--- config.mk ---
export PLATFORM = sky130hd
export DESIGN_NAME = result_store_top
export DESIGN_NICKNAME = d
export VERILOG_FILES = /design/src/hw/result_pkg.sv /design/src/hw/result_packer.sv /design/src/hw/result_fifo.sv /design/src/hw/result_unpacker.sv /design/src/hw/result_store_top.sv
export SDC_FILE = /design/constraint.sdc
export NUM_CORES = 1
export LEC_CHECK = 0
export ABC_AREA = 1
export BUFFER_PORTS_ARGS = -buffer_cell sky130_fd_sc_hd__buf_4
export CORE_AREA = 2 2 169 171
export CTS_BUF_LIST = sky130_fd_sc_hd__clkbuf_8
export DETAILED_ROUTE_END_ITERATION = 8
export DIE_AREA = 0 0 171 173
export PLACE_DENSITY = 0.76
export SYNTH_ARGS = -nofsm -noshare
export SYNTH_HDL_FRONTEND = slang
export SYNTH_SLANG_ARGS = --single-unit
--- constraint.sdc ---
create_clock -name clk -period 2.2 [get_ports clk]
set_input_delay 0.11 -clock clk [delete_from_list [all_inputs] [get_ports clk]]
set_output_delay 0.11 -clock clk [all_outputs]
set_load 0.005 [all_outputs]
--- src/hw/result_pkg.sv ---
package result_pkg;

	// Record field widths
	localparam int COORD_W          = 12;  // x or y origin, also the FIFO word width
	localparam int NUM_RESIZE       = 5;   // One mask bit per resize scale

	// Serialization
	localparam int WORDS_PER_RECORD = 3;   // x, y, candidate

	// FIFO geometry
	localparam int FIFO_DEPTH       = 24;  // Eight full records
	localparam int FIFO_AW          = 5;   // Addresses 0..23
	localparam int FIFO_CW          = 6;   // Count must reach 24

	// Word slot order inside a record
	localparam logic [1:0] SLOT_X    = 2'd0;
	localparam logic [1:0] SLOT_Y    = 2'd1;
	localparam logic [1:0] SLOT_CAND = 2'd2;

	// Candidate view of a FIFO word
	// Mask sits in the low bits, the rest stays zero
	typedef struct packed
	{
		logic [COORD_W-NUM_RESIZE-1:0] rsvd;  // Always written as zero
		logic [NUM_RESIZE-1:0]         mask;  // Matched resize scales
	} cand_view_t;

	// One FIFO word, decoded by slot
	typedef union packed
	{
		logic [COORD_W-1:0] coord;  // SLOT_X or SLOT_Y
		cand_view_t         cand;   // SLOT_CAND
	} result_word_u;

endpackage

--- src/hw/result_packer.sv ---
`timescale 1ns/1ps

module result_packer
	import result_pkg::*;
(
	input  logic                  clk,
	input  logic                  reset,
	input  logic                  i_write_result,  // Record strobe
	input  logic [COORD_W-1:0]    i_x,
	input  logic [COORD_W-1:0]    i_y,
	input  logic [NUM_RESIZE-1:0] i_candidate,
	input  logic                  i_has_room,      // Three free words in the FIFO
	output logic                  o_wr_en,
	output result_word_u          o_wr_word,
	output logic                  o_write_busy,
	output logic                  o_overflow
);

	logic                  busy;      // Serializing a record
	logic [1:0]            slot;      // Word being written
	logic                  overflow;  // Drop pulse
	logic [COORD_W-1:0]    x_q;       // Holding registers
	logic [COORD_W-1:0]    y_q;
	logic [NUM_RESIZE-1:0] cand_q;
	logic                  accept;
	logic                  drop;

	// Decision made in the strobe cycle
	assign accept = i_write_result && !busy && i_has_room;
	assign drop   = i_write_result && !busy && !i_has_room;

	// Control state
	always_ff @(posedge clk)
	begin
		if (reset)
		begin
			busy     <= 1'b0;
			slot     <= SLOT_X;
			overflow <= 1'b0;
		end
		else
		begin
			overflow <= drop;  // One cycle only
			if (accept)
			begin
				busy <= 1'b1;
				slot <= SLOT_X;
			end
			else if (busy)
			begin
				if (slot == SLOT_CAND)  // Last word goes out this cycle
				begin
					busy <= 1'b0;
					slot <= SLOT_X;
				end
				else
					slot <= slot + 2'd1;
			end
		end
	end

	// Record capture on accept
	always_ff @(posedge clk)
	begin
		if (accept)
		begin
			x_q    <= i_x;
			y_q    <= i_y;
			cand_q <= i_candidate;
		end
	end

	// One union view per slot
	always_comb
	begin
		o_wr_word = '0;
		case (slot)
			SLOT_X:    o_wr_word.coord = x_q;
			SLOT_Y:    o_wr_word.coord = y_q;
			SLOT_CAND:
			begin
				o_wr_word.cand.rsvd = '0;  // Keep upper bits clean
				o_wr_word.cand.mask = cand_q;
			end
			default:   o_wr_word.coord = x_q;
		endcase
	end

	assign o_wr_en      = busy;  // Three write cycles per record
	assign o_write_busy = busy;
	assign o_overflow   = overflow;

endmodule

--- src/hw/result_fifo.sv ---
`timescale 1ns/1ps

module result_fifo
	import result_pkg::*;
(
	input  logic         clk,
	input  logic         reset,
	input  logic         i_wr_en,
	input  result_word_u i_wr_word,
	input  logic         i_rd_en,
	output result_word_u o_rd_word,     // Registered, one cycle after pop
	output logic         o_has_room,    // Room for a whole record
	output logic         o_has_record,  // At least one complete record
	output logic         o_empty
);

	result_word_u       mem [FIFO_DEPTH];  // Plain register storage
	logic [FIFO_AW-1:0] wr_ptr;
	logic [FIFO_AW-1:0] rd_ptr;
	logic [FIFO_CW-1:0] count;             // Stored words
	result_word_u       rd_word;

	// Write port
	always_ff @(posedge clk)
	begin
		if (i_wr_en)
			mem[wr_ptr] <= i_wr_word;
	end

	// Read data register
	always_ff @(posedge clk)
	begin
		if (i_rd_en)
			rd_word <= mem[rd_ptr];
	end

	// Pointers wrap at the depth, not at a power of two
	always_ff @(posedge clk)
	begin
		if (reset)
		begin
			wr_ptr <= '0;
			rd_ptr <= '0;
		end
		else
		begin
			if (i_wr_en)
			begin
				if (wr_ptr == FIFO_AW'(FIFO_DEPTH - 1))
					wr_ptr <= '0;
				else
					wr_ptr <= wr_ptr + 1'b1;
			end
			if (i_rd_en)
			begin
				if (rd_ptr == FIFO_AW'(FIFO_DEPTH - 1))
					rd_ptr <= '0;
				else
					rd_ptr <= rd_ptr + 1'b1;
			end
		end
	end

	// Word count
	always_ff @(posedge clk)
	begin
		if (reset)
			count <= '0;
		else
		begin
			case ({i_wr_en, i_rd_en})
				2'b10:   count <= count + 1'b1;
				2'b01:   count <= count - 1'b1;
				default: count <= count;  // Idle, or push and pop cancel
			endcase
		end
	end

	// Status from the count
	// A partial record never exceeds two words, so three means one complete
	assign o_has_room   = (count <= FIFO_CW'(FIFO_DEPTH - WORDS_PER_RECORD));
	assign o_has_record = (count >= FIFO_CW'(WORDS_PER_RECORD));
	assign o_empty      = !o_has_record;
	assign o_rd_word    = rd_word;

endmodule

--- src/hw/result_unpacker.sv ---
`timescale 1ns/1ps

module result_unpacker
	import result_pkg::*;
(
	input  logic                  clk,
	input  logic                  reset,
	input  logic                  i_read_result,   // Record request strobe
	input  logic                  i_has_record,
	input  result_word_u          i_rd_word,       // Arrives one cycle after its pop
	output logic                  o_rd_en,
	output logic [COORD_W-1:0]    o_x,
	output logic [COORD_W-1:0]    o_y,
	output logic [NUM_RESIZE-1:0] o_candidate,
	output logic                  o_read_busy,
	output logic                  o_record_valid
);

	logic                  pop_busy;   // Issuing pops
	logic [1:0]            pop_cnt;    // Slot being popped
	logic                  cap_en;     // Word on i_rd_word is live
	logic [1:0]            cap_slot;   // Slot of that word
	logic                  read_busy;  // Strobe to valid pulse
	logic                  valid;
	logic                  start;
	logic                  last_cap;
	logic [COORD_W-1:0]    x_q;
	logic [COORD_W-1:0]    y_q;
	logic [NUM_RESIZE-1:0] cand_q;

	assign start    = i_read_result && !read_busy && i_has_record;
	assign last_cap = cap_en && (cap_slot == SLOT_CAND);

	// Pop counter
	always_ff @(posedge clk)
	begin
		if (reset)
		begin
			pop_busy <= 1'b0;
			pop_cnt  <= SLOT_X;
		end
		else if (start)
		begin
			pop_busy <= 1'b1;
			pop_cnt  <= SLOT_X;
		end
		else if (pop_busy)
		begin
			if (pop_cnt == SLOT_CAND)
			begin
				pop_busy <= 1'b0;
				pop_cnt  <= SLOT_X;
			end
			else
				pop_cnt <= pop_cnt + 2'd1;
		end
	end

	// Capture counter trails the pops by one cycle
	always_ff @(posedge clk)
	begin
		if (reset)
		begin
			cap_en   <= 1'b0;
			cap_slot <= SLOT_X;
		end
		else
		begin
			cap_en   <= pop_busy;
			cap_slot <= pop_cnt;
		end
	end

	// Busy level and valid pulse
	always_ff @(posedge clk)
	begin
		if (reset)
		begin
			read_busy <= 1'b0;
			valid     <= 1'b0;
		end
		else
		begin
			valid <= last_cap;  // Fourth edge after the strobe
			if (start)
				read_busy <= 1'b1;
			else if (last_cap)
				read_busy <= 1'b0;
		end
	end

	// Field registers, held until the next record
	always_ff @(posedge clk)
	begin
		if (cap_en)
		begin
			case (cap_slot)
				SLOT_X:    x_q    <= i_rd_word.coord;
				SLOT_Y:    y_q    <= i_rd_word.coord;
				SLOT_CAND: cand_q <= i_rd_word.cand.mask;  // Reserved bits dropped
				default:   x_q    <= x_q;
			endcase
		end
	end

	assign o_rd_en        = pop_busy;
	assign o_x            = x_q;
	assign o_y            = y_q;
	assign o_candidate    = cand_q;
	assign o_read_busy    = read_busy;
	assign o_record_valid = valid;

endmodule

--- src/hw/result_store_top.sv ---
`timescale 1ns/1ps

module result_store_top
	import result_pkg::*;
(
	input  logic                  clk,
	input  logic                  reset,
	input  logic                  i_write_result,
	input  logic [COORD_W-1:0]    i_x,
	input  logic [COORD_W-1:0]    i_y,
	input  logic [NUM_RESIZE-1:0] i_candidate,
	input  logic                  i_read_result,
	output logic                  o_write_busy,
	output logic                  o_overflow,
	output logic                  o_read_busy,
	output logic                  o_record_valid,
	output logic [COORD_W-1:0]    o_x,
	output logic [COORD_W-1:0]    o_y,
	output logic [NUM_RESIZE-1:0] o_candidate,
	output logic                  o_empty
);

	// Packer to FIFO
	logic         wr_en;
	result_word_u wr_word;
	logic         has_room;

	// FIFO to unpacker
	logic         rd_en;
	result_word_u rd_word;
	logic         has_record;

	// Input side, serializes x, y, mask
	result_packer result_packer_inst
	(
		.clk            (clk),
		.reset          (reset),
		.i_write_result (i_write_result),
		.i_x            (i_x),
		.i_y            (i_y),
		.i_candidate    (i_candidate),
		.i_has_room     (has_room),
		.o_wr_en        (wr_en),
		.o_wr_word      (wr_word),
		.o_write_busy   (o_write_busy),
		.o_overflow     (o_overflow)
	);

	// Word store
	result_fifo result_fifo_inst
	(
		.clk          (clk),
		.reset        (reset),
		.i_wr_en      (wr_en),
		.i_wr_word    (wr_word),
		.i_rd_en      (rd_en),
		.o_rd_word    (rd_word),
		.o_has_room   (has_room),
		.o_has_record (has_record),
		.o_empty      (o_empty)
	);

	// Output side, rebuilds the record
	result_unpacker result_unpacker_inst
	(
		.clk            (clk),
		.reset          (reset),
		.i_read_result  (i_read_result),
		.i_has_record   (has_record),
		.i_rd_word      (rd_word),
		.o_rd_en        (rd_en),
		.o_x            (o_x),
		.o_y            (o_y),
		.o_candidate    (o_candidate),
		.o_read_busy    (o_read_busy),
		.o_record_valid (o_record_valid)
	);

endmodule

# Word level (Yosys, flattened, before mapping)
# Memory sizes are Yosys's and may differ from the RTL's. A register that Yosys moved wholly into a read port is not among the register bits.
# Index checks and enable logic that the tools add are counted.
# totals
regBits	86
out_inout_bits	34
mem_count	1
ramBits	288
input_bits	33
latch_bits	0
mem_bits_ro	0
word_cells	70
# mem_list
memory	depth	word_bits	rd	rd_clocked_by_memory_dff	write_ports	line_no	source
result_fifo_inst.mem	24	12	1	1	1	result_fifo.sv:17	result_word_u mem [FIFO_DEPTH];
# op_classes
n_div	0
n_mul	0
shifts	0
bitwise	0
muxes	16
add_sub_neg	6
n_eq_ne	9
magnitude_cmp	2
reduce_logical	18
# ops
cell	n
12-bit case mux with 2 select lines	1
6-bit case mux with 2 select lines	1
5-bit by 1-bit adder with 5-bit output (second input constant)	2
5-bit == test (second input constant)	2
1-bit 2-to-1 mux	10
5-bit 2-to-1 mux	2
2-bit == test (second input constant)	4
6-bit by 1-bit adder with 6-bit output (second input constant)	1
2-bit by 1-bit == test with 1-bit output (second input constant)	3
6-bit by 2-bit >= comparator with 1-bit output (second input constant)	1
6-bit by 5-bit less-or-equal comparator with 1-bit output (second input constant)	1
1-bit logical AND	6
2-bit AND reduction	3
6-bit by 1-bit subtractor with 6-bit output (second input constant)	1
2-bit by 1-bit adder with 2-bit output (second input constant)	2
1-bit zero test	4
2-bit 2-to-1 mux	2
2-bit nonzero test	2
2-bit OR reduction	2
2-bit zero test	1

# Depth between registers and ports, before layout
# logic_depth
ltp_word	4
depth_mapped	16
depth_no_buf	14

# Cells and area by module
# A second synthesis with hierarchy kept.
# unflattened
hier_cells	1290
area_unflattened_um2	15403.5
# by_module_without_submodules
mod	area_per_inst_um2	n_inst	seq_area_each_um2	cells_per_inst
result_fifo	12937.4	1	9328.9	1114
result_packer	1303.8	1	950.9	108
result_unpacker	1162.4	1	1031.0	68

# Worst setup path after synthesis
# Ideal clock, no wire load.
# synth_path
path_kind	register to register
startpoint	reg result_unpacker_inst.pop_busy (netlist: result_unpacker_inst.o_rd_en)
endpoint	reg result_fifo_inst.count[4]
synth_period_minus_slack_ns	2.016
required_ns	2.091
setup_ns	0.109
slack_ns	0.184
path_buffers	1
path_stages_with_launch	14
t_arrival_ns	1.907
cell_sequence	dfxtp_1 -> ha_1 -> buf_2 -> nand2_1 -> nand2_1 -> inv_1 -> ha_1 -> o21bai_1 -> nand2_1 -> nand2_1 -> nand2_1 -> nand3_1 -> nand2_1 -> inv_1
# synth_via
elab_chain_cells	2
word_cells_on_any_way	4
cone_classes	eq/ne (2); mux (1); reduce/logical (1)
# synth_lines
item	line_no	source
start, declared	result_unpacker.sv:19	logic pop_busy;
start signal, assigned	result_unpacker.sv:39	pop_busy <= 1'b0;
start signal, assigned	result_unpacker.sv:44	pop_busy <= 1'b1;
start signal, assigned	result_unpacker.sv:51	pop_busy <= 1'b0;
2-bit by 1-bit == test with 1-bit output / 2-bit == test (equally long branches)	result_fifo.sv:71	case ({i_wr_en, i_rd_en})
6-bit case mux with 2 select lines / 2-bit nonzero test (equally long branches)	n/a	
end signal, assigned	result_fifo.sv:72	2'b10: count <= count + 1'b1;
end signal, assigned	result_fifo.sv:73	2'b01: count <= count - 1'b1;
end signal, assigned	result_fifo.sv:74	default: count <= count;
end, declared	result_fifo.sv:20	logic [FIFO_CW-1:0] count;
# Parallel ways exist; a longest one is shown, timed or not.
# A chain may end at the register's enable or synchronous reset.

==> results.md <==
- Netlist Area Pre-Place: 15300 sq um
- Fillers: 2001
- Crit path max fanout: 24
- Slack of the critical path: 136 ps
- Met3 Use GR: 0.0417
- WP buf/inv: 3
- Core ar.: 27600 sq um
- Commonest non-fill, non-tap cells in the layout: edfxtp_1 (358), nor2_1 (280), o21ai_0 (134)
- Setup TNS: 0 ps
- CTS tree: yes
- Final cycle utilization of the critical path: 0.938
- Vias: 10207
- GR peak layer: met2
- Post-route antenna net violation count: 0
- Worst path max stage delay: 630 ps
- Layout cells sized above 1: 0.141
- First-pass DRT Iterations: 6
- # Max-Cap Violations: 0
- Arrival @ worst endpoint: 2360 ps
- Sequential-to-total area share from yosys stat: 0.738
- Synth Instances: 1242
- WL final: 35400 um
- Clk_lat worst skew: 620 ps
- Cts bufs inserted: 59
- Die Wd: 171 um
- Worst Tran Pin Value: 910 ps
- Status: completed
- CP required: 2490 ps
- Max_slew headroom: 0.393
- Port Buf Inserts: 66
- Synth async-reset ratio: 0
- Detailed router's first-iteration violation count: 1140
- Post-DR wirelength/cell: 19.4 um
- Hold WC Path Type: in -> reg
- EDFF count, synth: 358
- Mean post-synth cell area: 12.3 sq um
- Synth top area share: 0.701
- Final HPWL DP: 20300 um
- Syn-to-layout area delta: 16.7%
- Synth Warn #: 0
- CP cell instances: inv_1 > ha_1 > nand2_1 > inv_1 > buf_12 > a22o_1
- Peak supply drop: 0.536 mV
- Register area: 11300 sq um
- Synth top area cells: edfxtp_1 (70%), nor2_1 (6.9%), o21ai_0 (4.4%)
- Vias in the first global route: 9624
- Clock Root Buffer: clkbuf_8
- GRT met2 Usage: 0.382
- Final Critical Period: 2060 ps
- Post-synthesis cell type count: 30
- Die ar.: 29600 sq um
- Row count: 61
- Clock sinks: 386
- Multi-input logic area: 3430 sq um
- Largest net degree at the start of global routing: 89
- Post-CTS setup buffer count: 0
- Clk_skew: 31.4 ps
- Clock Path Buffers: 3
- Initial Util: 0.555
- # DRC: 0
- LEAKAGE: 6.49 nW
- RSZ-0062 raised after global routing: no
- Clock transition at path regs: 60 ps
- CP max stage cell: a22o_1
- Most common cell after layout, fill and taps aside: edfxtp_1
- Most frequent CP cell: inv_1
- P per Cell Area: 1030 nW/um^2
- Global-route wire length before repair: 53500 um
- Met1 Use GR: 0.331
- Syn Nets: 1287
- Worst setup SP type: flip-flop
- Layout net count: 1441
- CP top delay family: compound AO/OA/AOI/OAI gates
- Pre-CTS setup slack: 116 ps
- Hold_ws: 204 ps
- Grt total ovfl: 0
- Max frequency: 484 MHz
- Die Y: 173 um
- Io pins: 67
- Post-synth top area cell: edfxtp_1
- RePlAce Congestion: 0.884
- CP Class: reg -> reg
- Overall power: 18.4 mW
- Antenna violations before repair: 0
- Number of setup violations in the final report: 0
- Main flop type after synthesis: edfxtp_1
- Vias/cell: 5.61
- Seq cells post-synth: 386
- Gr usage total: 0.240
- Ant. Diodes: 0
- Final Slew Violations: 0
- Final Hold Vio Count: 0
- CP Capture Type: flip-flop
- Htree depth: 2
-- cells by family (layout without fill, tap and decap cells) --
kind of cell | count (synthesis) | after routing | share of synthesized area
adder cells (fa/ha/maj) | 12 | 12 | 0.00979
flip-flops | 386 | 386 | 0.738
buffers and inverters | 121 | 322 | 0.0393
AND/OR/NAND/NOR | 468 | 468 | 0.122
XOR/XNOR | 5 | 5 | 0.00286
AO/OA/AOI/OAI | 250 | 250 | 0.0886
-- final timing paths --
kind | start | to | slack [ps] | cells past startpoint
max | result_packer_inst.slot[0] | result_fifo_inst.mem[22][11] | 140 | 6
min | i_candidate[1] | result_packer_inst.cand_q[1] | 200 | 2
max reg2reg | result_packer_inst.slot[0] | result_fifo_inst.mem[22][11] | 140 | 6
min reg2reg | result_fifo_inst.o_rd_word[5] | result_unpacker_inst.o_x[5] | 470 | 0
-- Yosys cell counts (2+ instances only) --
cell	count
dfxtp_1	28
xor2_1	2
xnor2_1	3
nand2_1	103
buf_2	17
ha_1	12
buf_6	7
clkbuf_1	20
buf_8	2
o21ai_0	134
buf_4	9
o21ai_1	51
nor2_1	280
o211ai_1	25
a22o_1	7
o22ai_1	13
clkbuf_2	2
inv_2	2
nand3_1	70
buf_1	7
edfxtp_1	358
a21oi_1	19
nor3_1	11
inv_1	54
-- sequential cells by signal (all words and copies together) (netlist names), 6 cells and up --
signal and count:
result_fifo_inst.mem 288, result_fifo_inst.o_rd_word 12, result_packer_inst.x_q 12, result_packer_inst.y_q 12, result_unpacker_inst.o_x 12, result_unpacker_inst.o_y 12
result_fifo_inst.count 6
-- where the power goes --
group          internal (mW)  switching (mW)
logic                   1.26            2.65
registers               8.98           0.237
clock network           2.64            2.63
total                   12.9            5.52
-- through the flow --
stage | instance area, sq um | util | std cells
after floorplan | 15300 | - | 1242
after global placement | 16500 | 0.598 | 1681
after detailed placement | 16500 | 0.598 | 1681
after CTS | 17900 | 0.647 | 1821
after global routing | 17900 | 0.648 | 1821
final | 17900 | 0.648 | 1821
-- final cells by class --
type,instances,share of cell area
tap,378,0.0264
clock inverter,45,0.0108
sequential,386,0.633
clock buffer,63,0.0485
timing repair buffer,158,0.0785
inverter,56,0.0118
multi-input combinational,735,0.192
-- per-layer routing --
metal,vias to the layer above,routed length [um]
li1,4729,-
met1,4879,14200
met2,525,16800
met3,74,3270
met4,0,1090
met5,-,0
-- timing repair --
| item | in CTS | in global routing |
|---|---|---|
| gates resized for setup | 0 | 4 |
| endpoints found under the hold margin | 51 | 0 |
| hold buffers | 32 | 0 |
| setup endpoints to repair | 0 | 83 |
(Power assumes the default switching activity.)
